==> src/dp_consts.svh <==
`ifndef DP_CONSTS_SVH
`define DP_CONSTS_SVH

// --------------------------------------------------
// Datapath sizes
// --------------------------------------------------

// Width of every register and of the shared bus.
`define DP_WIDTH 32

// General purpose registers R0 to R15.
`define DP_NUM_GPR 16

// Low bits of IR holding the immediate (C) field.
`define DP_IMM_WIDTH 19

`endif

==> src/dp_pkg.sv <==
`include "dp_consts.svh"

package dp_pkg;

	// --------------------------------------------------
	// ALU operations
	// --------------------------------------------------
	typedef enum logic [4:0] {
		OP_ADD  = 5'd0,
		OP_SUB  = 5'd1,
		OP_AND  = 5'd2,
		OP_OR   = 5'd3,
		OP_SHR  = 5'd4,
		OP_SHRA = 5'd5,
		OP_SHL  = 5'd6,
		OP_ROR  = 5'd7,
		OP_ROL  = 5'd8,
		OP_MUL  = 5'd9,
		OP_NEG  = 5'd10,
		OP_NOT  = 5'd11
	} alu_op_t;

	// --------------------------------------------------
	// Bus sources, lowest code has priority
	// --------------------------------------------------
	typedef enum logic [4:0] {
		SRC_R0, SRC_R1, SRC_R2, SRC_R3,
		SRC_R4, SRC_R5, SRC_R6, SRC_R7,
		SRC_R8, SRC_R9, SRC_R10, SRC_R11,
		SRC_R12, SRC_R13, SRC_R14, SRC_R15,
		SRC_HI, SRC_LO, SRC_ZHI, SRC_ZLO,
		SRC_PC, SRC_MDR, SRC_INPORT, SRC_CSIGN,
		SRC_NONE = 5'd31
	} bus_src_t;

	// One micro-step worth of strobes.
	typedef struct packed {
		logic [`DP_NUM_GPR-1:0] gpr_in;
		logic [`DP_NUM_GPR-1:0] gpr_out;
		logic pc_in;
		logic ir_in;
		logic mar_in;
		logic mdr_in;
		logic y_in;
		logic z_in;
		logic hi_in;
		logic lo_in;
		logic read;        // MDR takes memory data instead of the bus.
		logic inc_pc;      // PC loads from the ALU, ALU forces b + 1.
		logic ba_out;      // R0 reads as zero for base addressing.
		logic hi_out;
		logic lo_out;
		logic z_high_out;
		logic z_low_out;
		logic pc_out;
		logic mdr_out;
		logic in_port_out;
		logic c_out;
	} dp_ctrl_t;

	// Special register values that can reach the bus.
	typedef struct packed {
		logic [`DP_WIDTH-1:0] hi;
		logic [`DP_WIDTH-1:0] lo;
		logic [`DP_WIDTH-1:0] z_hi;
		logic [`DP_WIDTH-1:0] z_lo;
		logic [`DP_WIDTH-1:0] pc;
		logic [`DP_WIDTH-1:0] mdr;
		logic [`DP_WIDTH-1:0] ir;
	} bus_sources_t;

endpackage

==> src/gpr_file.sv <==
`include "dp_consts.svh"

module gpr_file import dp_pkg::*; (
	input  logic clk,
	input  logic rst_n,
	input  dp_ctrl_t ctrl,
	input  logic [`DP_WIDTH-1:0] bus,
	output logic [`DP_NUM_GPR-1:0][`DP_WIDTH-1:0] gpr_values
);

	logic [`DP_NUM_GPR-1:0][`DP_WIDTH-1:0] regs;

	// --------------------------------------------------
	// Register storage
	// --------------------------------------------------
	// Several registers may load in the same cycle; they all see the same bus word.
	always_ff @(posedge clk) begin
		if (!rst_n) begin
			regs <= '0;
		end else begin
			for (int i = 0; i < `DP_NUM_GPR; i++) begin
				if (ctrl.gpr_in[i]) begin
					regs[i] <= bus;
				end
			end
		end
	end

	// --------------------------------------------------
	// Read side
	// --------------------------------------------------
	// R0 is hidden while BAout is high so that a base of R0 means absolute zero.
	always_comb begin
		gpr_values = regs;
		if (ctrl.ba_out) begin
			gpr_values[0] = '0;
		end
	end

endmodule

==> config.mk <==
export PLATFORM = sky130hd
export DESIGN_NAME = gpr_file
export DESIGN_NICKNAME = d
export VERILOG_FILES = /design/src/dp_pkg.sv /design/src/gpr_file.sv
export VERILOG_INCLUDE_DIRS = /design/src
export SDC_FILE = /design/constraint.sdc
export NUM_CORES = 1
export LEC_CHECK = 0
export ABC_AREA = 1
export BUFFER_PORTS_ARGS = -buffer_cell sky130_fd_sc_hd__buf_2
export CORE_UTILIZATION = 30
export CTS_CLUSTER_DIAMETER = 60
export CTS_CLUSTER_SIZE = 24
export DETAILED_ROUTE_END_ITERATION = 12
export SETUP_SLACK_MARGIN = 0.02
export SLEW_MARGIN = 25
export SYNTH_ARGS = -nofsm -noshare
export SYNTH_HDL_FRONTEND = slang
export SYNTH_SLANG_ARGS = --single-unit
==> constraint.sdc <==
create_clock -name clk -period 0.8 [get_ports clk]
set_input_delay 0.04 -clock clk [delete_from_list [all_inputs] [get_ports clk]]
set_output_delay 0.04 -clock clk [all_outputs]
set_load 0.005 [all_outputs]
==> reports/metrics.csv <==
stage;metric;value;unit
outcome;status;finished, violations left;
outcome;violated checks;negative setup slack;
die;Die ar.;78700;um^2
drt;Pre-antenna DRT Iters;5;
die;core box area;76300;um^2
clock_network;CTS tree;yes;
place;I/O Buffers;562;
synth;cells after synthesis;3340;
drt;DR iter-0 viols;1322;
drt;routed length per placed instance;15.0;um
synth;synthesized cell area;23300;um^2
die;Initial Utilization;30.5;%
timing;setup violators final;753;
clock_network;H-tree levels;2;
cells_and_area;commonest cells after routing, fill and taps aside;nor2_1 (1,038), nand2_1 (1,024), dfxtp_2 (507);
cells_and_area;most common cell after layout, fill and taps aside;nor2_1;
synth;syn avg cell area;6.97;um^2
global_route;initial antenna violation count;1;
synth;FF+latch count, synth;512;
timing;period utilization;159;%
worst_setup_path;critical path buffer and inverter count;2;
timing;actual slew at the worst max-slew pin;0.302;ns
worst_setup_path;Worst setup EP type;primary output;
synth;Post-Syn Nets;3425;
worst_setup_path;Worst setup SP type;flop;
timing;RSZ-0062 raised after global routing;yes;
power;PD cells;2120;nW/um^2
global_route;GRT Util Overall;16.3;%
drt;via count;18700;
timing;post-layout minimum cycle time;1.27;ns
worst_setup_path;Crit path max-delay family;flip-flops;
clock_network;TritonCTS buffer count;44;
timing;Slew Viols, Final;0;
timing;FMAX;787;MHz
drt;Routed WL;67.7;mm
global_route;largest net degree at the start of global routing;50;
synth;Warnings, synthesis;0;
global_route;vias in the first global route;16600;
worst_setup_path;critical-path maximum fanout;2;
clock_network;CTS root buffer;clkbuf_16;
timing;max_slew headroom;79.9;%
cells_and_area;final layout net count;3539;
drt;vias per cell;4.14;
power;VDD IR-drop max;1410;uV
worst_setup_path;Req. time, crit path;0.76;ns
die;die height;280;um
synth;sequential fraction of the synthesis area;44.1;%
clock_network;Worst-Skew Late Latency;0.57;ns
place;Placement Setup Slack;-0.0304;ns
timing;Layout Skew;0;ns
clock_network;CTS Buffer Depth;3;
timing;post-route setup slack;-0.470;ns
worst_setup_path;CP arrival;1.23;ns
die;Row Count;101;
worst_setup_path;Worst Setup Path Type;flop to primary output;
global_route;Remaining Overflow, GRT;0;
clock_network;Worst-path clk slew;0.08;ns
clock_network;CTS sink cnt;512;
die;top-level I/O count;597;
synth;Yosys cell types;9;
timing;final hold vios;0;
cells_and_area;share of layout cells above drive strength 1;38.0;%
die;Die W;280;um
drt;DRC;0;
power;Tot Pwr;61.5;mW
flow_run;MaxCap Viol Count;0;
worst_setup_path;worst-path cell chain;inv_1, nor2_1, buf_2;
place;dpl hpwl;44.6;mm
worst_setup_path;Crit-path slowest cell;dfxtp_1;
cells_and_area;Syn-to-layout area delta;24.6;%
worst_setup_path;slowest stage delay, CP;0.33;ns
drt;Routed Antenna Nets;0;
min_path;hold crit path type;input port to flop;
power;Leak;14.5;nW
global_route;first-pass GRT wire length;99.0;mm
place;RePlAce Congestion;0.756;
==> power by group <==
part	switching [mW]	leakage (nW)	internal, mW
combinational	4.99	9.35	4.83
clock	11.0	0.735	11.9
sequential	1.16	4.40	27.6
==> layer usage <==
metal	track usage, %	share of wire (%)	routed length (um)
met3	4.80	8.5	5780
met2	25.5	44	30000
met4	4.33	2.0	1360
met1	21.6	45	30600
met5	0	0	0
==> sequential cells by signal, indices dropped and copies added (netlist names) <==
| name | cells |
|---|---|
| regs | 32 |
| gpr_values | 480 |
==> cell families after synthesis <==
family                 count (synthesis)  share of synthesized area [%]
DFF                                  512                           44.1
buffers and inverters                748                           22.4
and+or+nand+nor                     2080                           33.6
==> per-stage QoR <==
stage                     std cells  hold WS, ns   TNS, ns  area, um^2  utilization [%]
after CTS                      4504        0.257   -205.06       28200             37.0
after global routing           4518      0.00878   -189.79       29000             38.0
after detailed placement       4355        0.344    -0.317       24100             31.6
after global placement         4355        0.340  -0.00713       24100             31.6
final                          4522       0.0286   -155.66       29000             38.0
after floorplan                3340        0.111         0       23300                -
==> cell type report <==
cell class,count,area (um^2)
fillers,7867,47300
flip-flops and latches,512,10900
multi-input cells,2080,7880
repair buffers,752,7160
well taps,1030,1290
clock buffers,49,1150
clock inverters,31,370
inverters,64,240
diodes,4,10.0
==> cells in the mapped netlist <==
| library cell | number | area (um^2) |
|---|---|---|
| buf_4 | 480 | 3600 |
| inv_1 | 64 | 240 |
| buf_2 | 147 | 736 |
| clkbuf_1 | 3 | 11.3 |
| dfxtp_1 | 512 | 10200 |
| buf_6 | 50 | 563 |
| nand2_1 | 1024 | 3840 |
| nor2_1 | 1056 | 3960 |
| clkbuf_8 | 4 | 55.1 |
==> tightest hold or removal path, stage by stage <==
cell	delay, ns
buf_8	0.10
buf_12	0.14
buf_4	0.16
nand2_1	0.06
nor2_1	0.03
==> what timing repair did <==
| item | CTS | global route |
|---|---|---|
| hold buffers | 49 | 2 |
| endpoints found under the hold margin | 512 | 68 |
| gates resized for setup | 729 | 129 |
| setup buffers | 20 | 13 |
| endpoints found under the setup margin | 512 | 1024 |
| pin swaps | 5 | 14 |
| cloned | 0 | 1 |
==> final timing paths <==
kind | startpoint | end | slack [ns] | cells after the start
max | regs[18] | gpr_values[18] | -0.47 | 3
min | rst_n | gpr_values[229] | 0.03 | 5
max reg2reg | gpr_values[290] | gpr_values[290] | 0.06 | 3
min reg2reg | gpr_values[136] | gpr_values[136] | 0.46 | 2
Power figures use the tool's default switching activity.
