<file path="src/dp_consts.svh">
`ifndef DP_CONSTS_SVH
`define DP_CONSTS_SVH

// --------------------------------------------------
// Datapath sizes
// --------------------------------------------------

// Width of every register and of the shared bus.
`define DP_WIDTH 32

// General purpose registers R0 to R15.
`define DP_NUM_GPR 16

// Low bits of IR holding the immediate (C) field.
`define DP_IMM_WIDTH 19

`endif

</file>
<file path="src/dp_pkg.sv">
`include "dp_consts.svh"

package dp_pkg;

	// --------------------------------------------------
	// ALU operations
	// --------------------------------------------------
	typedef enum logic [4:0] {
		OP_ADD  = 5'd0,
		OP_SUB  = 5'd1,
		OP_AND  = 5'd2,
		OP_OR   = 5'd3,
		OP_SHR  = 5'd4,
		OP_SHRA = 5'd5,
		OP_SHL  = 5'd6,
		OP_ROR  = 5'd7,
		OP_ROL  = 5'd8,
		OP_MUL  = 5'd9,
		OP_NEG  = 5'd10,
		OP_NOT  = 5'd11
	} alu_op_t;

	// --------------------------------------------------
	// Bus sources, lowest code has priority
	// --------------------------------------------------
	typedef enum logic [4:0] {
		SRC_R0, SRC_R1, SRC_R2, SRC_R3,
		SRC_R4, SRC_R5, SRC_R6, SRC_R7,
		SRC_R8, SRC_R9, SRC_R10, SRC_R11,
		SRC_R12, SRC_R13, SRC_R14, SRC_R15,
		SRC_HI, SRC_LO, SRC_ZHI, SRC_ZLO,
		SRC_PC, SRC_MDR, SRC_INPORT, SRC_CSIGN,
		SRC_NONE = 5'd31
	} bus_src_t;

	// One micro-step worth of strobes.
	typedef struct packed {
		logic [`DP_NUM_GPR-1:0] gpr_in;
		logic [`DP_NUM_GPR-1:0] gpr_out;
		logic pc_in;
		logic ir_in;
		logic mar_in;
		logic mdr_in;
		logic y_in;
		logic z_in;
		logic hi_in;
		logic lo_in;
		logic read;        // MDR takes memory data instead of the bus.
		logic inc_pc;      // PC loads from the ALU, ALU forces b + 1.
		logic ba_out;      // R0 reads as zero for base addressing.
		logic hi_out;
		logic lo_out;
		logic z_high_out;
		logic z_low_out;
		logic pc_out;
		logic mdr_out;
		logic in_port_out;
		logic c_out;
	} dp_ctrl_t;

	// Special register values that can reach the bus.
	typedef struct packed {
		logic [`DP_WIDTH-1:0] hi;
		logic [`DP_WIDTH-1:0] lo;
		logic [`DP_WIDTH-1:0] z_hi;
		logic [`DP_WIDTH-1:0] z_lo;
		logic [`DP_WIDTH-1:0] pc;
		logic [`DP_WIDTH-1:0] mdr;
		logic [`DP_WIDTH-1:0] ir;
	} bus_sources_t;

endpackage

</file>
<file path="src/alu.sv">
`include "dp_consts.svh"

module alu import dp_pkg::*; (
	input  alu_op_t opcode,
	input  logic inc_pc,
	input  logic [`DP_WIDTH-1:0] a,
	input  logic [`DP_WIDTH-1:0] b,
	output logic [2*`DP_WIDTH-1:0] result
);

	logic [4:0] shamt;
	logic [2*`DP_WIDTH-1:0] a_twice;
	logic [2*`DP_WIDTH-1:0] ror_wide;
	logic [2*`DP_WIDTH-1:0] rol_wide;
	logic [`DP_WIDTH-1:0] sra;
	logic signed [2*`DP_WIDTH-1:0] product;

	// --------------------------------------------------
	// Shared terms
	// --------------------------------------------------
	assign shamt = b[4:0]; // Only the low five bits of the bus give the amount.

	// Rotates are shifts of a doubled copy of a.
	assign a_twice  = {a, a};
	assign ror_wide = a_twice >> shamt;
	assign rol_wide = a_twice << shamt;

	assign sra = $signed(a) >>> shamt;

	// Full signed product, both halves are kept in Z.
	assign product = $signed(a) * $signed(b);

	// --------------------------------------------------
	// Operation select
	// --------------------------------------------------
	always_comb begin
		result = '0;
		if (inc_pc) begin
			result[`DP_WIDTH-1:0] = b + 1'b1; // PC sits on the bus during the increment.
		end else begin
			case (opcode)
				OP_ADD:  result[`DP_WIDTH-1:0] = a + b;
				OP_SUB:  result[`DP_WIDTH-1:0] = a - b;
				OP_AND:  result[`DP_WIDTH-1:0] = a & b;
				OP_OR:   result[`DP_WIDTH-1:0] = a | b;
				OP_SHR:  result[`DP_WIDTH-1:0] = a >> shamt;
				OP_SHRA: result[`DP_WIDTH-1:0] = sra;
				OP_SHL:  result[`DP_WIDTH-1:0] = a << shamt;
				OP_ROR:  result[`DP_WIDTH-1:0] = ror_wide[`DP_WIDTH-1:0];
				OP_ROL:  result[`DP_WIDTH-1:0] = rol_wide[2*`DP_WIDTH-1:`DP_WIDTH];
				OP_MUL:  result = product;
				OP_NEG:  result[`DP_WIDTH-1:0] = -b;
				OP_NOT:  result[`DP_WIDTH-1:0] = ~b;
				default: result = '0;
			endcase
		end
	end

endmodule

</file>
<file path="config.mk">
export PLATFORM = sky130hd
export DESIGN_NAME = alu
export DESIGN_NICKNAME = d
export VERILOG_FILES = /design/src/dp_pkg.sv /design/src/alu.sv
export VERILOG_INCLUDE_DIRS = /design/src
export SDC_FILE = /design/constraint.sdc
export NUM_CORES = 2
export LEC_CHECK = 0
export ABC_AREA = 1
export BUFFER_PORTS_ARGS = -buffer_cell sky130_fd_sc_hd__buf_4
export CORE_MARGIN = 5
export CORE_UTILIZATION = 55
export DETAILED_ROUTE_END_ITERATION = 8
export PLACE_DENSITY = 0.81
export SETUP_SLACK_MARGIN = 0.5
export SLEW_MARGIN = 20
export SYNTH_ARGS = -nofsm -noshare
export SYNTH_HDL_FRONTEND = slang
export SYNTH_SLANG_ARGS = --single-unit
</file>
<file path="constraint.sdc">
create_clock -name vclk -period 12.88
set_input_delay 1.288 -clock vclk [all_inputs]
set_output_delay 1.288 -clock vclk [all_outputs]
set_load 0.02 [all_outputs]
</file>
==> metrics.md <==
| Metric | Value |
|---|---|
| Overflow after GRT | 0 |
| Final Net Count | 8772 |
| Slew Viols, Final | 0 |
| Final ANT Viol Nets | 0 |
| Setup CP Type | input pin to primary output |
| First-pass GRT wire length | 326 mm |
| Achievable Freq | 0.0902 GHz |
| Final TNS setup | 0 ns |
| Gr usage total | 44.3% |
| WL per Instance | 25.7 um |
| Cell variety after synth | 51 |
| I/O Buffers | 134 |
| Syn nets | 8949 |
| Post-Route WL | 219 mm |
| Max cap viols | 0 |
| Initial drt markers | 6456 |
| # Post-CTS Setup Buffers | 0 |
| Total core area | 0.0915 mm2 |
| Via/cell ratio | 5.92 |
| Die X-Extent | 313 um |
| Initial Util | 55.3% |
| CP startpoint kind | input pin |
| Worst Tran Pin Value | 1.19 ns |
| Dpl hpwl | 174 mm |
| Seq/Total Area, Yosys | 0% |
| Yosys warns | 0 |
| Final period util | 86.0% |
| Global placement routability congestion | 1.10 |
| Sequential cell area | 0 um2 |
| Syn_area_per_cell | 6.73 um2 |
| I/O pin count | 134 |
| CP endpoint kind | primary output |
| Fin crit period | 11.08 ns |
| Die height | 313 um |
| Critical-path maximum fanout | 47 |
| HP Class | input pin to primary output |
| Outcome | complete, no violations |
| Rel. slew slack | 20.6% |
| Vias | 50500 |
| Fin util | 56.8% |
| Area growth, synth to finish | 2.71% |
| Worst EP required | 11.59 ns |
| # DRC | 0 |
| Largest net degree at the start of global routing | 74 |
| Die footprint | 0.0981 mm2 |
| Vias in the first global route | 52200 |
| Hold-fix buffers, CTS | 0 |
| Post-Syn Area | 0.0506 mm2 |
| RSZ-0062 raised after global routing | false |
| Final setup margin | 1.80 ns |
| Layout cells sized above 1 | 3.29% |
| Hold Vio Cnt, Final | 0 |
| Seq Cell Count | 0 |
| Hold Slack | 3.11 ns |
| Worst endpoint data arrival time | 9.79 ns |
| Dpl ws | 2.14 ns |
| Antenna violations before repair | 13 |
| Fill cells | 8644 |
| Site Rows | 111 |
| Final setup fails | 0 |
| Clock Buffer Count | 0 |
| Resized Gates After CTS | 0 |
| Cells after Synth | 7513 |
| Drt pass-1 iters | 7 |
cell usage in the layout (no fill, tap or decap), drive strengths merged, types with 2 or more instances in the layout:
cell type	n
clkinv	3
o22ai	12
nor3	37
fa	1084
o21a	6
o21bai	16
buf	177
xnor2	17
nor4	6
o31ai	4
xor2	27
a21boi	5
o221ai	2
nand2	2222
nor2	448
a211oi	5
o2111ai	4
inv	1898
and3	3
nand3b	10
a221oi	4
nand3	541
and2	2
or2	18
o21ai	198
a21o	10
a21oi	228
o211ai	10
nand4	43
a31oi	8
ha	282
diode	13
worst paths after layout:
kind,from,end,cells after the start
max,b[4],result[43],26
min,inc_pc,result[1],4
routing by layer:
metal	GRT usage, %	part of all wire [%]	vias up
met5	0	0.030	-
met4	24.9	7.6	10
met3	13.2	13	893
met2	68.2	43	3637
met1	56.2	36	24400
li1	-	-	21500
stage by stage:
| stage | instance area (um2) | cells |
|---|---|---|
| final | 52000 | 8533 |
| after global routing | 51900 | 8521 |
| after CTS | 51900 | 8520 |
| after detailed placement | 51900 | 8520 |
| after global placement | 51900 | 8520 |
| after floorplan | 50600 | 7513 |
worst max-delay path, cell delays in order:
cell and delay, ns:
buf_4 0.33, buf_4 0.58, nand2_1 0.16, fa_1 0.62, fa_1 0.54, inv_1 0.05
fa_1 0.61, inv_1 0.10, fa_1 0.55, inv_1 0.06, fa_1 0.49, fa_1 0.50
fa_1 0.49, inv_1 0.06, fa_1 0.50, inv_1 0.05, ha_1 0.33, nand2_1 0.18
o21ai_0 0.28, a21oi_1 0.51, o21ai_0 0.46, a21oi_1 0.31, o21ai_0 0.13, xor2_1 0.27
nor2_1 0.08, buf_4 0.17
area by class of cell:
type,count,area (um2),area share [%]
Timing Repair Buffer,177,1330,2.56
Inverter,1901,7140,13.7
Antenna cell,13,32.5,0.0626
Tap cell,1186,1480,2.86
Multi-Input combinational cell,5256,42000,80.8
synth_stat cells, types with 4 or more instances:
cell type	n	share of area [%]
clkbuf_1	255	1.9
o2111ai_1	4	0.069
a211oi_1	5	0.074
fa_1	1084	43
o21ai_1	26	0.26
nand2_1	2219	16
nand3_1	535	5.3
xnor2_1	17	0.29
buf_2	50	0.49
inv_1	1883	14
a21oi_1	227	2.2
a221oi_1	4	0.069
o22ai_1	12	0.15
buf_1	34	0.25
inv_2	15	0.11
o211ai_1	9	0.13
nor2_1	435	3.2
o21ai_0	172	1.7
a21o_1	10	0.15
nor3_1	35	0.35
nor2_2	11	0.14
o21a_1	6	0.089
o21bai_1	16	0.24
nand3b_1	10	0.15
nor4_1	6	0.074
o31ai_1	4	0.059
nand4_1	43	0.53
buf_4	10	0.15
xor2_1	27	0.47
buf_6	7	0.16
a21boi_0	4	0.059
nand3_2	6	0.12
or2_2	18	0.22
a31oi_1	8	0.099
ha_1	282	7.0
kinds of logic after synthesis:
family                   after synthesis  share of synthesized area, %
XOR/XNOR                              44                         0.762
AO/OA/AOI/OAI                        516                          5.56
AND/OR/NAND/NOR                     3330                          26.8
adder cells (fa/ha/maj)             1366                          49.9
buffers and inverters               2257                          17.1
Power is left out: the tool's default activity adds up to more than one toggle a clock period on the data nets, which glitch-free logic cannot reach.
