### src/dp_consts.svh
`ifndef DP_CONSTS_SVH
`define DP_CONSTS_SVH

// --------------------------------------------------
// Datapath sizes
// --------------------------------------------------

// Width of every register and of the shared bus.
`define DP_WIDTH 32

// General purpose registers R0 to R15.
`define DP_NUM_GPR 16

// Low bits of IR holding the immediate (C) field.
`define DP_IMM_WIDTH 19

`endif

### src/dp_pkg.sv
`include "dp_consts.svh"

package dp_pkg;

	// --------------------------------------------------
	// ALU operations
	// --------------------------------------------------
	typedef enum logic [4:0] {
		OP_ADD  = 5'd0,
		OP_SUB  = 5'd1,
		OP_AND  = 5'd2,
		OP_OR   = 5'd3,
		OP_SHR  = 5'd4,
		OP_SHRA = 5'd5,
		OP_SHL  = 5'd6,
		OP_ROR  = 5'd7,
		OP_ROL  = 5'd8,
		OP_MUL  = 5'd9,
		OP_NEG  = 5'd10,
		OP_NOT  = 5'd11
	} alu_op_t;

	// --------------------------------------------------
	// Bus sources, lowest code has priority
	// --------------------------------------------------
	typedef enum logic [4:0] {
		SRC_R0, SRC_R1, SRC_R2, SRC_R3,
		SRC_R4, SRC_R5, SRC_R6, SRC_R7,
		SRC_R8, SRC_R9, SRC_R10, SRC_R11,
		SRC_R12, SRC_R13, SRC_R14, SRC_R15,
		SRC_HI, SRC_LO, SRC_ZHI, SRC_ZLO,
		SRC_PC, SRC_MDR, SRC_INPORT, SRC_CSIGN,
		SRC_NONE = 5'd31
	} bus_src_t;

	// One micro-step worth of strobes.
	typedef struct packed {
		logic [`DP_NUM_GPR-1:0] gpr_in;
		logic [`DP_NUM_GPR-1:0] gpr_out;
		logic pc_in;
		logic ir_in;
		logic mar_in;
		logic mdr_in;
		logic y_in;
		logic z_in;
		logic hi_in;
		logic lo_in;
		logic read;        // MDR takes memory data instead of the bus.
		logic inc_pc;      // PC loads from the ALU, ALU forces b + 1.
		logic ba_out;      // R0 reads as zero for base addressing.
		logic hi_out;
		logic lo_out;
		logic z_high_out;
		logic z_low_out;
		logic pc_out;
		logic mdr_out;
		logic in_port_out;
		logic c_out;
	} dp_ctrl_t;

	// Special register values that can reach the bus.
	typedef struct packed {
		logic [`DP_WIDTH-1:0] hi;
		logic [`DP_WIDTH-1:0] lo;
		logic [`DP_WIDTH-1:0] z_hi;
		logic [`DP_WIDTH-1:0] z_lo;
		logic [`DP_WIDTH-1:0] pc;
		logic [`DP_WIDTH-1:0] mdr;
		logic [`DP_WIDTH-1:0] ir;
	} bus_sources_t;

endpackage

### src/bus_select.sv
`include "dp_consts.svh"

module bus_select import dp_pkg::*; (
	input  dp_ctrl_t ctrl,
	input  logic [`DP_NUM_GPR-1:0][`DP_WIDTH-1:0] gpr_values,
	input  bus_sources_t srcs,
	input  logic [`DP_WIDTH-1:0] in_port,
	output logic [`DP_WIDTH-1:0] bus
);

	localparam int NUM_REQ = `DP_NUM_GPR + 8;

	logic [NUM_REQ-1:0] req;
	bus_src_t sel;
	logic [`DP_WIDTH-1:0] imm_ext;

	// --------------------------------------------------
	// Priority encoder
	// --------------------------------------------------
	// Bit positions line up with the bus_src_t codes.
	assign req = {ctrl.c_out, ctrl.in_port_out, ctrl.mdr_out, ctrl.pc_out,
		ctrl.z_low_out, ctrl.z_high_out, ctrl.lo_out, ctrl.hi_out, ctrl.gpr_out};

	// Scanning from the top lets the lowest active request win.
	always_comb begin
		sel = SRC_NONE;
		for (int i = NUM_REQ - 1; i >= 0; i--) begin
			if (req[i]) begin
				sel = bus_src_t'(5'(i));
			end
		end
	end

	// Immediate field of IR, sign-extended to full width.
	assign imm_ext = {{(`DP_WIDTH - `DP_IMM_WIDTH){srcs.ir[`DP_IMM_WIDTH-1]}},
		srcs.ir[`DP_IMM_WIDTH-1:0]};

	// --------------------------------------------------
	// 32-way bus multiplexer
	// --------------------------------------------------
	always_comb begin
		case (sel)
			SRC_HI:     bus = srcs.hi;
			SRC_LO:     bus = srcs.lo;
			SRC_ZHI:    bus = srcs.z_hi;
			SRC_ZLO:    bus = srcs.z_lo;
			SRC_PC:     bus = srcs.pc;
			SRC_MDR:    bus = srcs.mdr;
			SRC_INPORT: bus = in_port;
			SRC_CSIGN:  bus = imm_ext;
			SRC_NONE:   bus = '0;     // Idle bus reads zero.
			default:    bus = gpr_values[4'(sel)]; // Codes 0 to 15 are R0 to R15.
		endcase
	end

endmodule

### config.mk
export PLATFORM = sky130hd
export DESIGN_NAME = bus_select
export DESIGN_NICKNAME = d
export VERILOG_FILES = /design/src/dp_pkg.sv /design/src/bus_select.sv
export VERILOG_INCLUDE_DIRS = /design/src
export SDC_FILE = /design/constraint.sdc
export NUM_CORES = 1
export LEC_CHECK = 0
export ABC_AREA = 1
export BUFFER_PORTS_ARGS = -buffer_cell sky130_fd_sc_hd__buf_2
export CAP_MARGIN = 25
export CORE_AREA = 2 2 333 335
export DETAILED_ROUTE_END_ITERATION = 6
export DIE_AREA = 0 0 335 337
export PLACE_DENSITY = 0.3
export REMOVE_ABC_BUFFERS = 1
export SLEW_MARGIN = 10
export SYNTH_ARGS = -nofsm -noshare
export SYNTH_HDL_FRONTEND = slang
export SYNTH_SLANG_ARGS = --single-unit
export TNS_END_PERCENT = 5
### constraint.sdc
create_clock -name vclk -period 6.5
set_clock_uncertainty 0.15 [all_clocks]
set_input_delay 1.3 -clock vclk [all_inputs]
set_output_delay 1.3 -clock vclk [all_outputs]
set_load 0.1 [all_outputs]
==> results of run 1 <==
logic make-up (layout without fill, tap and decap cells):
kind of cell | count (synthesis) | in the layout | synth area share, %
buffers and inverters | 346 | 1055 | 16.22
AO/OA/AOI/OAI | 58 | 58 | 4.142
AND/OR/NAND/NOR | 1435 | 1435 | 79.64
other | 0 | 7 | 0
stage by stage:
stage | hold WS [ps] | worst slack [ps] | cell area (um2) | instances
2_1_floorplan | 2994 | -10910 | 7756 | 1658
3_3_place_gp | 3013 | -461.0 | 15030 | 3969
3_5_place_dp | 3000 | -445.2 | 15030 | 3969
4_1_cts | 3007 | 0.2487 | 15040 | 3969
5_1_grt | 3048 | 12.88 | 15110 | 3979
6_report | 3003 | 428.6 | 15110 | 3981
area by class of cell:
type                       count  share of cell area, %
inverter                     165                  4.198
antenna                        7                 0.1159
multi-input combinational   1493                  48.01
timing repair buffer         890                  35.87
tap                         1426                  11.81
layer usage:
metal | wire length (um) | share of wire (%)
met4 | 2372 | 2.6
met3 | 6186 | 6.8
met1 | 37960 | 42
met5 | 72 | 0.079
met2 | 44810 | 49
Yosys cell counts:
library cell / number / share of area (%)
nor2_2: 1 / 0.073
o21bai_1: 4 / 0.35
a21oi_2: 1 / 0.10
nor3_1: 1 / 0.059
inv_1: 157 / 6.9
buf_4: 4 / 0.35
clkinv_1: 2 / 0.088
a22oi_1: 14 / 1.2
nand3_2: 1 / 0.12
clkbuf_1: 109 / 4.8
nor4_1: 3 / 0.22
buf_2: 54 / 3.2
nand2_4: 1 / 0.13
nor2_1: 334 / 15
a21oi_4: 1 / 0.19
o211ai_1: 1 / 0.088
buf_1: 14 / 0.62
nand2_1: 387 / 17
nand3b_1: 32 / 2.8
nor3_4: 1 / 0.19
nand4_1: 312 / 23
a21oi_1: 36 / 2.1
inv_2: 6 / 0.26
o21ai_1: 1 / 0.059
nand3_1: 357 / 21
nand2_2: 5 / 0.37
how the worst max path moves through the flow:
stage | end | depth (start not counted)
floorplan | bus[21] | 18
global placement | bus[14] | 22
detailed placement | bus[14] | 22
CTS | bus[5] | 16
global route | bus[14] | 33
finish | bus[14] | 33
power by group:
group / internal, mW / total (mW) / leakage (nW) / switching [mW]
clock: 0.000000124 / 0.000000124 / 0.0000413 / 0
combinational: 0.420 / 1.14 / 7.78 / 0.721
sequential: 0 / 0 / 0 / 0
total: 0.420 / 1.14 / 7.78 / 0.721
tightest hold or removal path, stage by stage:
cell     delay (ps)
buf_2           100
nand2_1          50
nand4_1          60
nor2_1           90
nor2_1           80
buf_12          170
timing repair:
action / CTS / global route
resized for setup: 3 / 0
pin swaps: 1 / 2
setup buffers: 0 / 5
endpoints found under the setup margin: 2 / 5
==> metrics, run 1 <==
final hold viol count=0; Setup-failing EPs final=0; Req. time, crit path=5050 ps; CP delay by family, top=simple AND/OR/NAND/NOR gates; met3 usage=2.525%; Hold EP=bus[0]; Total GRT Usage=15.11%; Die Footprint=112900 um2; YS warnings=0; Mapped Area=8518 um2; Mapped Cells=1839; worst slew pin tran=704.1 ps; largest net degree at the start of global routing=94; WL/cell=22.96 um; most frequent cells in the layout=buf_2 (779), nand2_1 (387), nand3_1 (357), nor2_1 (326), nand4_1 (312); Area growth syn-to-layout=77.41%; row cnt=122; Max Cap Violations=0; Starting Density=7.772%; Max stage delay on crit path=340 ps; Die Span Y=337 um; CP Class=in -> out; vias in the first global route=15961; Yosys cell types=26; IO Pins=851; 1st-iter DRT viols=917; Register Area=0 um2; sequential-to-total area share from yosys stat=0%; worst vdd ir=0.04109 mV; syn avg cell area=4.632 um2; Max stage delay cell, worst path=nor2_2; drt first pass iters=7; gpl congestion=0.8487; fin crit share=93.41%; DRC errors left=0; port buffer count=811; Tmin final=6071 ps; DPL Wire Length=73490 um; final net count=3369; initial antenna violation count=19; CP bufs+invs=5; unrepaired setup endpoints after global routing=false; M2 GR Usage=26.95%; Antenna Nets Post-Route=0; commonest non-fill, non-tap cell in the layout=buf_2; first-pass GRT wire length=121500 um; met1 usage=18.73%; layout sequential cell count=0; share of layout cells above drive strength 1=36.11%; LEAKAGE=7.779 nW; Top cell by count, worst path=nand2_1; Hold/Removal Path Class=in -> out; final setup TNS=0 ps; Slew HR=53.06%; CP endpoint kind=primary output; Core ar.=109600 um2; Worst Hold Depth=6; WL final=91400 um; P per Cell Area=75.48 nW/um2; Slew Limit Fails=0; CP max FO=73; number of fill cells=13262; post-layout util=13.79%; Hold Path Origin=srcs[192]; CP Data Arrival Time=4620 ps; Critical Path Source=ctrl[2]; grt ovf=0; via/cell ratio=4.034; footprint of the multi-input gates=7256 um2; FMAX=164.7 MHz; cts hold-fix bufs=0; status=completed; crit start category=input port; gr busiest metal=met2; vias=16058; Power, Total=1.141 mW; Chip Width=335 um; clkbuf count=0
Note: power is estimated with default switching activity, not from simulation.
==> run 2, diff against run 1 <==
==> constraint.sdc (replaced) <==
create_clock -name vclk -period 6.5
set_clock_uncertainty 0.15 [all_clocks]
set_input_delay 0.325 -clock vclk [all_inputs]
set_output_delay 0.325 -clock vclk [all_outputs]
set_load 0.1 [all_outputs]
==> run 2 against run 1 <==
Against the previous run: cell count is 0.65% lower; combinational power decreased by 4%; cell area fell by 3.9%; critical path depth shrank 1; sequential share of layout area stayed put; via count down 0.69%; first-iteration DRC count is 3.6% lower; maximum frequency up 20%; core utilization is 0.54 points lower; die area unchanged; worst hold slack got worse by 1900 ps; worst setup slack better by 990 ps; highest routed layer unchanged.
==> metrics, run 2 (same netlist as run 1, synthesis figures left out) <==
status=completed; Req. time, crit path=6020 ps; port buffer count=811; Slew HR=37.30%; Top cell by count, worst path=nand2_1; CP endpoint kind=primary output; 1st-iter DRT viols=884; most frequent cells in the layout=buf_2 (787), nand2_1 (387), nand3_1 (357), nor2_1 (328), nand4_1 (312); P per Cell Area=75.74 nW/um2; post-route design area=14520 um2; Critical Path Source=ctrl[2]; final setup TNS=0 ps; initial antenna violation count=32; Die Footprint=112900 um2; final hold viol count=0; WL final=93660 um; drt first pass iters=7; unrepaired setup endpoints after global routing=false; Power, Total=1.100 mW; Slew Limit Fails=0; Starting Density=7.772%; final net count=3338; via/cell ratio=4.032; Max stage delay on crit path=720 ps; Post-CTS Setup Inserts=0; CP delay by family, top=simple AND/OR/NAND/NOR gates; Setup-failing EPs final=0; DPL Wire Length=73490 um; CP Capture Point=bus[3]; CP Data Arrival Time=4600 ps; clkbuf count=0; Register Area=0 um2; commonest non-fill, non-tap cell in the layout=buf_2; Chip Width=335 um; placed inst area=14490 um2; CP max FO=29; cts hold-fix bufs=0; Hold/Removal Path Class=in -> out; fin crit share=78.13%; gpl congestion=0.8560; IO Pins=851; Core ar.=109600 um2; vias=15947; CP Depth=32; crit start category=input port; grt ovf=0; CTS resizes=0; DRC errors left=0; CP Class=in -> out; Die Span Y=337 um; WL/cell=23.68 um; Area growth syn-to-layout=70.50%; Antenna Nets Post-Route=0; first-pass GRT wire length=123400 um; worst vdd ir=0.03907 mV; row cnt=122; Tmin final=5079 ps; largest net degree at the start of global routing=152; CP bufs+invs=5; vias in the first global route=15755; layout sequential cell count=0; LEAKAGE=7.497 nW; Max stage delay cell, worst path=nor2_4; share of layout cells above drive strength 1=35.24%; Max Cap Violations=0; number of fill cells=13313; worst slew pin tran=937.1 ps; FMAX=196.9 MHz; Total GRT Usage=15.53%
[run 2: cell types whose count changed in the layout (fill, tap and decap cells not counted)]
cell,before,now
buf_12,55,28
diode_2,7,12
nand2_4,3,2
nand2_2,1,2
buf_4,56,44
buf_2,779,787
nor2_1,326,328
nor2_2,2,0
[run 2: final cells by class]
cell class	count	area (um2)	area share, %
antenna	12	30.03	0.2068
inverter	165	634.4	4.368
multi-input combinational	1493	7246	49.89
tap	1426	1784	12.28
timing repair buffer	859	4830	33.25
[run 2: stage by stage]
| step | instances | util, % | hold slack [ps] | setup slack (ps) |
|---|---|---|---|---|
| 4_1_cts | 3943 | 13.22 | 1063 | 1280 |
| 3_3_place_gp | 3943 | 13.22 | 1057 | 1227 |
| 6_report | 3955 | 13.25 | 1057 | 1421 |
| 3_5_place_dp | 3943 | 13.22 | 1058 | 1285 |
| 2_1_floorplan | 1658 | - | 1044 | -8957 |
| 5_1_grt | 3950 | 13.24 | 1082 | 989.0 |
[run 2: metal layers]
| layer | track usage [%] | share of wire (%) |
|---|---|---|
| met1 | 19.79 | 43 |
| met2 | 26.58 | 47 |
| met3 | 2.939 | 6.8 |
| met4 | 4.217 | 2.7 |
| met5 | 0 | 0.15 |
[run 2: worst min-delay path: stages]
cell     delay (ps)
buf_2           100
nand2_1          50
nand4_1          70
nor2_1           90
nor2_1           70
buf_12          160
[run 2: worst min-delay path by stage]
stage	from	to	slack, ps	cells after the start
finish	srcs[215]	bus[23]	1060	6
floorplan	srcs[207]	bus[15]	1040	4
global route	srcs[192]	bus[0]	1080	6
global placement	srcs[192]	bus[0]	1060	6
detailed placement	srcs[192]	bus[0]	1060	6
CTS	srcs[192]	bus[0]	1060	6
[run 2: power by group]
| group | total (mW) | switching (mW) | internal [mW] |
|---|---|---|---|
| Clock | 0.000000248 | 0 | 0.000000247 |
| Combinational | 1.10 | 0.724 | 0.376 |
| Sequential | 0 | 0 | 0 |
| Total | 1.10 | 0.724 | 0.376 |
