<file path="src/dp_consts.svh">
`ifndef DP_CONSTS_SVH
`define DP_CONSTS_SVH

// --------------------------------------------------
// Datapath sizes
// --------------------------------------------------

// Width of every register and of the shared bus.
`define DP_WIDTH 32

// General purpose registers R0 to R15.
`define DP_NUM_GPR 16

// Low bits of IR holding the immediate (C) field.
`define DP_IMM_WIDTH 19

`endif

</file>
<file path="src/dp_pkg.sv">
`include "dp_consts.svh"

package dp_pkg;

	// --------------------------------------------------
	// ALU operations
	// --------------------------------------------------
	typedef enum logic [4:0] {
		OP_ADD  = 5'd0,
		OP_SUB  = 5'd1,
		OP_AND  = 5'd2,
		OP_OR   = 5'd3,
		OP_SHR  = 5'd4,
		OP_SHRA = 5'd5,
		OP_SHL  = 5'd6,
		OP_ROR  = 5'd7,
		OP_ROL  = 5'd8,
		OP_MUL  = 5'd9,
		OP_NEG  = 5'd10,
		OP_NOT  = 5'd11
	} alu_op_t;

	// --------------------------------------------------
	// Bus sources, lowest code has priority
	// --------------------------------------------------
	typedef enum logic [4:0] {
		SRC_R0, SRC_R1, SRC_R2, SRC_R3,
		SRC_R4, SRC_R5, SRC_R6, SRC_R7,
		SRC_R8, SRC_R9, SRC_R10, SRC_R11,
		SRC_R12, SRC_R13, SRC_R14, SRC_R15,
		SRC_HI, SRC_LO, SRC_ZHI, SRC_ZLO,
		SRC_PC, SRC_MDR, SRC_INPORT, SRC_CSIGN,
		SRC_NONE = 5'd31
	} bus_src_t;

	// One micro-step worth of strobes.
	typedef struct packed {
		logic [`DP_NUM_GPR-1:0] gpr_in;
		logic [`DP_NUM_GPR-1:0] gpr_out;
		logic pc_in;
		logic ir_in;
		logic mar_in;
		logic mdr_in;
		logic y_in;
		logic z_in;
		logic hi_in;
		logic lo_in;
		logic read;        // MDR takes memory data instead of the bus.
		logic inc_pc;      // PC loads from the ALU, ALU forces b + 1.
		logic ba_out;      // R0 reads as zero for base addressing.
		logic hi_out;
		logic lo_out;
		logic z_high_out;
		logic z_low_out;
		logic pc_out;
		logic mdr_out;
		logic in_port_out;
		logic c_out;
	} dp_ctrl_t;

	// Special register values that can reach the bus.
	typedef struct packed {
		logic [`DP_WIDTH-1:0] hi;
		logic [`DP_WIDTH-1:0] lo;
		logic [`DP_WIDTH-1:0] z_hi;
		logic [`DP_WIDTH-1:0] z_lo;
		logic [`DP_WIDTH-1:0] pc;
		logic [`DP_WIDTH-1:0] mdr;
		logic [`DP_WIDTH-1:0] ir;
	} bus_sources_t;

endpackage

</file>
<file path="src/special_regs.sv">
`include "dp_consts.svh"

module special_regs import dp_pkg::*; (
	input  logic clk,
	input  logic rst_n,
	input  dp_ctrl_t ctrl,
	input  logic [`DP_WIDTH-1:0] bus,
	input  logic [`DP_WIDTH-1:0] mdata_in,
	input  logic [2*`DP_WIDTH-1:0] z_result,
	output bus_sources_t srcs,
	output logic [`DP_WIDTH-1:0] y,
	output logic [`DP_WIDTH-1:0] mar
);

	logic [`DP_WIDTH-1:0] pc;
	logic [`DP_WIDTH-1:0] ir;
	logic [`DP_WIDTH-1:0] mdr;
	logic [`DP_WIDTH-1:0] hi;
	logic [`DP_WIDTH-1:0] lo;
	logic [`DP_WIDTH-1:0] z_hi;
	logic [`DP_WIDTH-1:0] z_lo;
	logic [`DP_WIDTH-1:0] pc_next;
	logic [`DP_WIDTH-1:0] mdr_next;

	// --------------------------------------------------
	// Input selects
	// --------------------------------------------------
	assign pc_next  = ctrl.inc_pc ? z_result[`DP_WIDTH-1:0] : bus; // Increment comes back via the ALU.
	assign mdr_next = ctrl.read ? mdata_in : bus;

	// --------------------------------------------------
	// Registers
	// --------------------------------------------------
	always_ff @(posedge clk) begin
		if (!rst_n) begin
			pc   <= '0;
			ir   <= '0;
			mar  <= '0;
			mdr  <= '0;
			hi   <= '0;
			lo   <= '0;
			y    <= '0;
			z_hi <= '0;
			z_lo <= '0;
		end else begin
			if (ctrl.pc_in)  pc  <= pc_next;
			if (ctrl.ir_in)  ir  <= bus;
			if (ctrl.mar_in) mar <= bus;
			if (ctrl.mdr_in) mdr <= mdr_next;
			if (ctrl.hi_in)  hi  <= bus;
			if (ctrl.lo_in)  lo  <= bus;
			if (ctrl.y_in)   y   <= bus;
			if (ctrl.z_in) begin
				z_hi <= z_result[2*`DP_WIDTH-1:`DP_WIDTH]; // Z is always written as a pair.
				z_lo <= z_result[`DP_WIDTH-1:0];
			end
		end
	end

	// Y only feeds the ALU and MAR only feeds memory, so neither goes in srcs.
	always_comb begin
		srcs.hi   = hi;
		srcs.lo   = lo;
		srcs.z_hi = z_hi;
		srcs.z_lo = z_lo;
		srcs.pc   = pc;
		srcs.mdr  = mdr;
		srcs.ir   = ir;
	end

endmodule

</file>
<file path="config.mk">
export PLATFORM = sky130hd
export DESIGN_NAME = special_regs
export DESIGN_NICKNAME = d
export VERILOG_FILES = /design/src/dp_pkg.sv /design/src/special_regs.sv
export VERILOG_INCLUDE_DIRS = /design/src
export SDC_FILE = /design/constraint.sdc
export NUM_CORES = 1
export LEC_CHECK = 0
export BUFFER_PORTS_ARGS = -buffer_cell sky130_fd_sc_hd__buf_2
export CORE_ASPECT_RATIO = 1.5
export CORE_MARGIN = 2
export CORE_UTILIZATION = 25
export CTS_CLUSTER_DIAMETER = 120
export DETAILED_ROUTE_END_ITERATION = 8
export GPL_TIMING_DRIVEN = 0
export HOLD_SLACK_MARGIN = 0.08
export PLACE_DENSITY = 0.55
export SYNTH_ARGS = -nofsm -noshare
export SYNTH_HDL_FRONTEND = slang
export SYNTH_SLANG_ARGS = --single-unit
</file>
<file path="constraint.sdc">
create_clock -name clk -period 0.8 [get_ports clk]
set_input_delay 0.08 -clock clk [delete_from_list [all_inputs] [get_ports clk]]
set_output_delay 0.08 -clock clk [all_outputs]
set_load 0.05 [all_outputs]
</file>
==> run_results.csv, run 1 <==
group,metric,value,unit
clock_network,htree_levels,1,
logic_synthesis,syn_inst,1009,
cells_and_area,area.growth.synth_to_final,76.1,%
detailed_routing,antenna_left,0,
clock_network,numCtsBuffers,31,
sta,max_slew.worst_pin.slew,0.693,ns
logic_synthesis,synth_common_cells,"288 x dfxtp_1, 288 x mux2i_1, 224 x nor2b_1",
power_and_ir_drop,pwr-share-clk,37.1,%
logic_synthesis,yosys.area.top_type,"dfxtp_1",
clock_network,cts_root_buf,"clkbuf_16",
worst_setup_path,critPathKind,"flop to output pin",
floorplan,rows,95,
worst_setup_path,worstSetupStartpointType,"flop",
grt,grt.total_usage,19.3,%
detailed_routing,wl_per_cell,21.1,um
worst_setup_path,r2r-start,"lo[6]",
floorplan,chipHeight,265,um
detailed_routing,drcViolationCount,0,
clock_network,clk_pin_slew,0.06,ns
cells_and_area,nFillCells,4079,
grt,grt_first_pass_wirelength,67700,um
grt,grt_pass1_vias,10392,
worst_setup_path,crit_buf_inv,1,
worst_hold_path,hp-start,"ctrl[13]",
power_and_ir_drop,p_int,29.2,mW
clock_network,numClockSinks,288,
power_and_ir_drop,seq_power_share,38.8,%
sta,finClkSkew,0,ns
worst_setup_path,critPathMaxStageDelay,0.37,ns
worst_setup_path,crit_slowest_cell,"dfxtp_4",
detailed_routing,first_iter_violations,334,
cells_and_area,drive_gt1_share,51.9,%
cells_and_area,multi_input_area,4920,um^2
logic_synthesis,postSynthAreaPerCell,11.2,um^2
floorplan,core-area,44800,um^2
worst_setup_path,worstPathRequired,0.72,ns
floorplan,num_io_pins,469,
logic_synthesis,synth_area_leaders,"dfxtp_1 51%, mux2i_1 25%, nor2b_1 12%",
run_status,status,"finished, violations left",
sta,max_clock_freq,858,MHz
power_and_ir_drop,pwr-share-comb,24.1,%
grt,antenna_found_initial,3,
logic_synthesis,netlist.area_leader.share,50.8,%
logic_synthesis,synth_ff_type,"dfxtp_1",
worst_setup_path,cp_max_fo,2,
worst_setup_path,arrival,1.09,ns
worst_setup_path,crit_path_end_kind,"output pin",
logic_synthesis,synth_edf_count,0,
placed_design,numPortBuffers,416,
worst_setup_path,regToRegEndpoint,"lo[6]",
detailed_routing,vias,9811,
power_and_ir_drop,peakVddDrop,1830,uV
power_and_ir_drop,leakage,8.95,nW
floorplan,dieArea,47100,um^2
power_and_ir_drop,p_sw,12.7,mW
worst_hold_path,min_path_type,"input pin to flop",
placed_design,gp_congestion,0.777,
logic_synthesis,synth_seq_cells,288,
sta,fin_crit,1.17,ns
sta,hold_viol,4,
logic_synthesis,syn_nets,1190,
clock_network,cts_tree,"built",
floorplan,die_width,178,um
clock_network,clock_path_buffers,3,
power_and_ir_drop,swShare,30.3,%
logic_synthesis,synth.distinct_cells,12,
sta,whs,-0.0612,ns
run,cap_violations,0,
grt,grt-ovfl-total,0,
sta,finalSetupViolCount,300,
cells_and_area,utilization,44.6,%
grt,grt_max_degree,15,
sta,fin_crit_sh,146,%
clock_network,clk_latency,0.57,ns
sta,final.setup.worst_slack,-0.366,ns
floorplan,start_util,25.3,%
detailed_routing,drt-vias-per-instance,4.42,
logic_synthesis,seq_area_frac_synth,50.8,%
worst_hold_path,min_delay_path_depth,3,
run_status,violations,"negative hold slack, negative setup slack",
cells_and_area,seqCellArea,6130,um^2
worst_setup_path,path_cells,"buf_8",
cells_and_area,fin_nets,1796,
sta,timing.slew.headroom,53.8,%
logic_synthesis,synthArstFlopShare,0,%
sta,rsz0062_at_grt,"yes",
placed_design,detailed_place_hpwl,32800,um
logic_synthesis,syn_area,11300,um^2
detailed_routing,dr.pass1.iters,4,
sta,slew_violations,0,
logic_synthesis,synth_warnings,0,
worst_hold_path,hold_path_end,"z_lo[1]",
worst_setup_path,reg2reg_depth,3,
worst_setup_path,ff2ff_setup_slack,0.04,ns
power_and_ir_drop,p_per_area,2100,nW/um^2
detailed_routing,wl,47000,um
worst_setup_path,crit_family,"flip-flops",
==> power groups by stage <==
stage / Sequential, mW / Combinational [mW] / Clock [mW]
final: 16.3 / 10.1 / 15.5
after global routing: 16.3 / 10.5 / 16.4
after CTS: 16.2 / 10.0 / 15.9
after detailed placement: 16.2 / 7.76 / 0
after global placement: 16.1 / 7.70 / 0
after floorplan: 19.3 / 2.21 / 0
==> how the worst max path moves through the flow <==
stage	start	to	slack [ns]	depth (start not counted)
after floorplan	mdr[31]	mdr[31]	0.03	2
after detailed placement	ctrl[15]	mdr[11]	-0.47	3
after CTS	z_lo[29]	srcs[125]	-0.40	1
after global placement	ctrl[15]	mdr[20]	-0.42	3
after global routing	ir[31]	srcs[31]	-0.40	1
final	z_lo[29]	srcs[125]	-0.37	1
==> worst min-delay path, cell delays in order <==
cell     delay (ns)
buf_6          0.16
mux2i_1        0.16
nor2b_1        0.05
==> cell type report <==
type                    instances  area share, %
well taps                     582           3.64
multi-input cells             640           24.6
plain buffers                  81           3.28
diodes                          1         0.0125
clock inverters                14           1.04
repair buffers                573           32.3
clock buffers                  43           4.46
flip-flops and latches        288           30.7
==> stage by stage <==
stage,area [um^2],TNS [ns],std cells,setup slack [ns],power [mW]
3_3_place_gp,14500,-62.90,2007,-0.424,23.8
4_1_cts,19800,-128.84,2213,-0.401,42.2
6_report,20000,-98.27,2222,-0.366,41.9
5_1_grt,20000,-109.98,2222,-0.401,43.3
3_5_place_dp,14500,-67.70,2007,-0.466,23.9
2_1_floorplan,11700,0,1009,0.0347,21.5
==> sequential cells by signal (all words and copies together) (netlist names) <==
signal and cells:
hi 32, ir 32, lo 32, mar 32
mdr 32, pc 32, y 32, z_hi 32
z_lo 32
==> repair_timing <==
| action | in CTS | in global routing |
|---|---|---|
| endpoints found under the setup margin | 288 | 387 |
| pin swaps | 0 | 0 |
| endpoints found under the hold margin | 288 | 48 |
| setup buffers | 11 | 8 |
| gates resized for setup | 818 | 40 |
| hold buffers | 138 | 8 |
==> cells by family (layout without fill, tap and decap cells) <==
kind of cell           count (synthesis)  after routing  synth area share, %
buffers and inverters                 81            711                 5.78
AO/OA/AOI/OAI                        128            128                 5.65
flip-flops                           288            288                 50.8
other                                  0              1                    0
multiplexers                         288            288                 25.4
AND/OR/NAND/NOR                      224            224                 12.4
==> routing by layer <==
metal	global-route usage, %	part of all wire [%]
met1	20.7	38
met2	36.2	53
met3	4.26	6.3
met4	7.49	3.6
met5	0	0
==> cell usage in the layout (no fill, tap or decap) <==
cell            count
mux2i_1           288
clkbuf_2            7
clkbuf_16          31
dfxtp_2           287
clkinv_4            2
a21oi_1            64
clkinvlp_4          2
nor2b_1           224
dlygate4sd3_1     136
buf_2             157
o21ai_0            64
buf_4              27
clkbuf_8            7
diode_2             1
dlymetal6s4s_1      1
buf_6              33
buf_1               2
clkinv_2            5
buf_8             287
clkbuf_1            9
bufinv_16           5
dfxtp_4             1
No activity file was read; power rests on OpenSTA's default activity.
==> inputs of run 2 (changes only) <==
--- a/config.mk
+++ b/config.mk
@@ -14,7 +14,7 @@
 export DETAILED_ROUTE_END_ITERATION = 8
 export GPL_TIMING_DRIVEN = 0
 export HOLD_SLACK_MARGIN = 0.08
-export PLACE_DENSITY = 0.55
+export PLACE_DENSITY_LB_ADDON = 0.3
 export SYNTH_ARGS = -nofsm -noshare
 export SYNTH_HDL_FRONTEND = slang
 export SYNTH_SLANG_ARGS = --single-unit
==> run 2 against run 1 <==
  * The flow still finishes with violations (negative hold slack, negative setup slack)
  * Cell count rose by 0.41%
  * Global-route usage hardly changed
  * Routed wire length increased by 0.57%
  * Via count increased by 0.77%
  * Total power down 3.9%
  * Largest power group unchanged
  * Clock power is 11% lower
  * Non-clock buffer count is 11 higher
  * Flip-flop and latch count is the same
  * Register-to-register slack worse by 0.05 ns
==> run_results.csv, run 2 (synthesized netlist as in run 1, its figures left out) <==
group,metric,value,unit
detailed_routing,first_iter_violations,418,
grt,grt.total_usage,19.4,%
worst_setup_path,cp_max_fo,2,
cells_and_area,final_cell_mix,"288 x buf_8, 288 x dfxtp_2, 282 x mux2i_1",
clock_network,clk_pin_slew,0.06,ns
worst_setup_path,worstSetupStartpointType,"flop",
run_status,status,"finished, violations left",
detailed_routing,dr.pass1.iters,5,
worst_setup_path,crit_slowest_cell,"dfxtp_2",
worst_setup_path,arrival,1.08,ns
sta,max_slew.worst_pin.slew,0.679,ns
detailed_routing,wl,47200,um
floorplan,core-area,44800,um^2
floorplan,start_util,25.3,%
clock_network,clk_latency,0.57,ns
sta,whs,-0.0583,ns
run_status,violations,"negative hold slack, negative setup slack",
clock_network,cts_tree,"built",
run,cap_violations,0,
sta,final.setup.worst_slack,-0.365,ns
floorplan,chipHeight,265,um
sta,slew_violations,0,
floorplan,rows,95,
worst_setup_path,worstPathRequired,0.72,ns
cells_and_area,fin_nets,1807,
floorplan,die_width,178,um
grt,antenna_found_initial,1,
sta,fin_crit,1.16,ns
power_and_ir_drop,peakVddDrop,1810,uV
worst_setup_path,crit_path_end_kind,"output pin",
placed_design,gp_congestion,0.801,
sta,fin_crit_sh,146,%
sta,timing.slew.headroom,54.7,%
placed_design,detailed_place_hpwl,32700,um
clock_network,htree_levels,1,
floorplan,dieArea,47100,um^2
worst_setup_path,critPathMaxStageDelay,0.36,ns
placed_design,numPortBuffers,416,
cells_and_area,area.growth.synth_to_final,76.2,%
worst_hold_path,hp-start,"ctrl[13]",
clock_network,cts_root_buf,"clkbuf_16",
grt,grt_first_pass_wirelength,67700,um
worst_setup_path,crit_family,"flip-flops",
worst_setup_path,critPathLaunch,"z_hi[23]",
detailed_routing,drcViolationCount,0,
worst_setup_path,worst-path-stages,1,
clock_network,numClockSinks,288,
worst_setup_path,regToRegEndpoint,"z_hi[24]",
worst_setup_path,crit_buf_inv,1,
worst_setup_path,path_cells,"buf_8",
grt,grt_pass1_vias,10413,
detailed_routing,drt-vias-per-instance,4.43,
worst_setup_path,ff2ff_setup_slack,-0.01,ns
power_and_ir_drop,leakage,8.93,nW
clock_network,numCtsBuffers,31,
cells_and_area,drive_gt1_share,52.2,%
detailed_routing,wl_per_cell,21.2,um
grt,grt-ovfl-total,0,
power_and_ir_drop,finalPower,40.2,mW
power_and_ir_drop,p_per_area,2010,nW/um^2
detailed_routing,antenna_left,0,
worst_setup_path,reg2reg_depth,3,
sta,hold_viol,4,
sta,finalSetupViolCount,311,
grt,grt_max_degree,15,
sta,finClkSkew,0,ns
worst_setup_path,r2r-start,"z_hi[24]",
floorplan,num_io_pins,469,
worst_hold_path,min_delay_path_depth,3,
sta,rsz0062_at_grt,"yes",
worst_setup_path,critPathKind,"flop to output pin",
clock_network,clock_path_buffers,3,
worst_hold_path,min_path_type,"input pin to flop",
cells_and_area,diodes,0,
sta,max_clock_freq,859,MHz
worst_hold_path,hold_path_end,"z_lo[1]",
detailed_routing,vias,9887,
run 2: worst register-to-register path, cell delays in order, from the launching register on:
cell,delay (ns)
dfxtp_2,0.34
buf_6,0.11
mux2i_2,0.16
nor2b_1,0.08
run 2: per-stage QoR:
stage	cells	setup TNS, ns	util (%)	area, um^2	worst slack [ns]
after floorplan	1009	0	-	11700	0.0347
final	2231	-100.44	44.6	20000	-0.365
after global placement	2007	-62.85	32.4	14500	-0.474
after CTS	2212	-125.06	43.9	19700	-0.395
after detailed placement	2007	-68.65	32.4	14500	-0.485
after global routing	2231	-113.56	44.6	20000	-0.408
run 2: worst max-delay path by stage:
stage	to	slack [ns]
after floorplan	mdr[31]	0.03
after global placement	mdr[18]	-0.47
after detailed placement	mdr[6]	-0.49
after CTS	srcs[158]	-0.40
after global routing	srcs[190]	-0.41
final	srcs[151]	-0.36
run 2: area by class of cell:
cell class | count | area, um^2
fill | 4034 | 24800
clock inverter | 5 | 31.3
multi-input combinational | 640 | 4950
timing repair buffer | 584 | 6560
sequential | 288 | 6130
clock buffer | 51 | 931
buffer | 81 | 661
tap | 582 | 728
run 2: layer usage:
layer	vias to the layer above	share of wire [%]	global-route usage, %
li1	4663	-	-
met1	4767	38	21.4
met2	356	52	35.7
met3	101	5.3	3.51
met4	0	4.4	8.31
met5	-	0	0
run 2: what timing repair did:
action | 4_1_cts | 5_1_grt
gates resized for setup | 826 | 46
endpoints found under the setup margin | 288 | 381
pin swaps | 0 | 0
endpoints found under the hold margin | 288 | 40
hold buffers | 138 | 7
setup buffers | 11 | 20
run 2: power breakdown:
group	internal (mW)	switching, mW
registers	15.5	0.810
logic	4.44	5.75
clock network	7.86	5.89
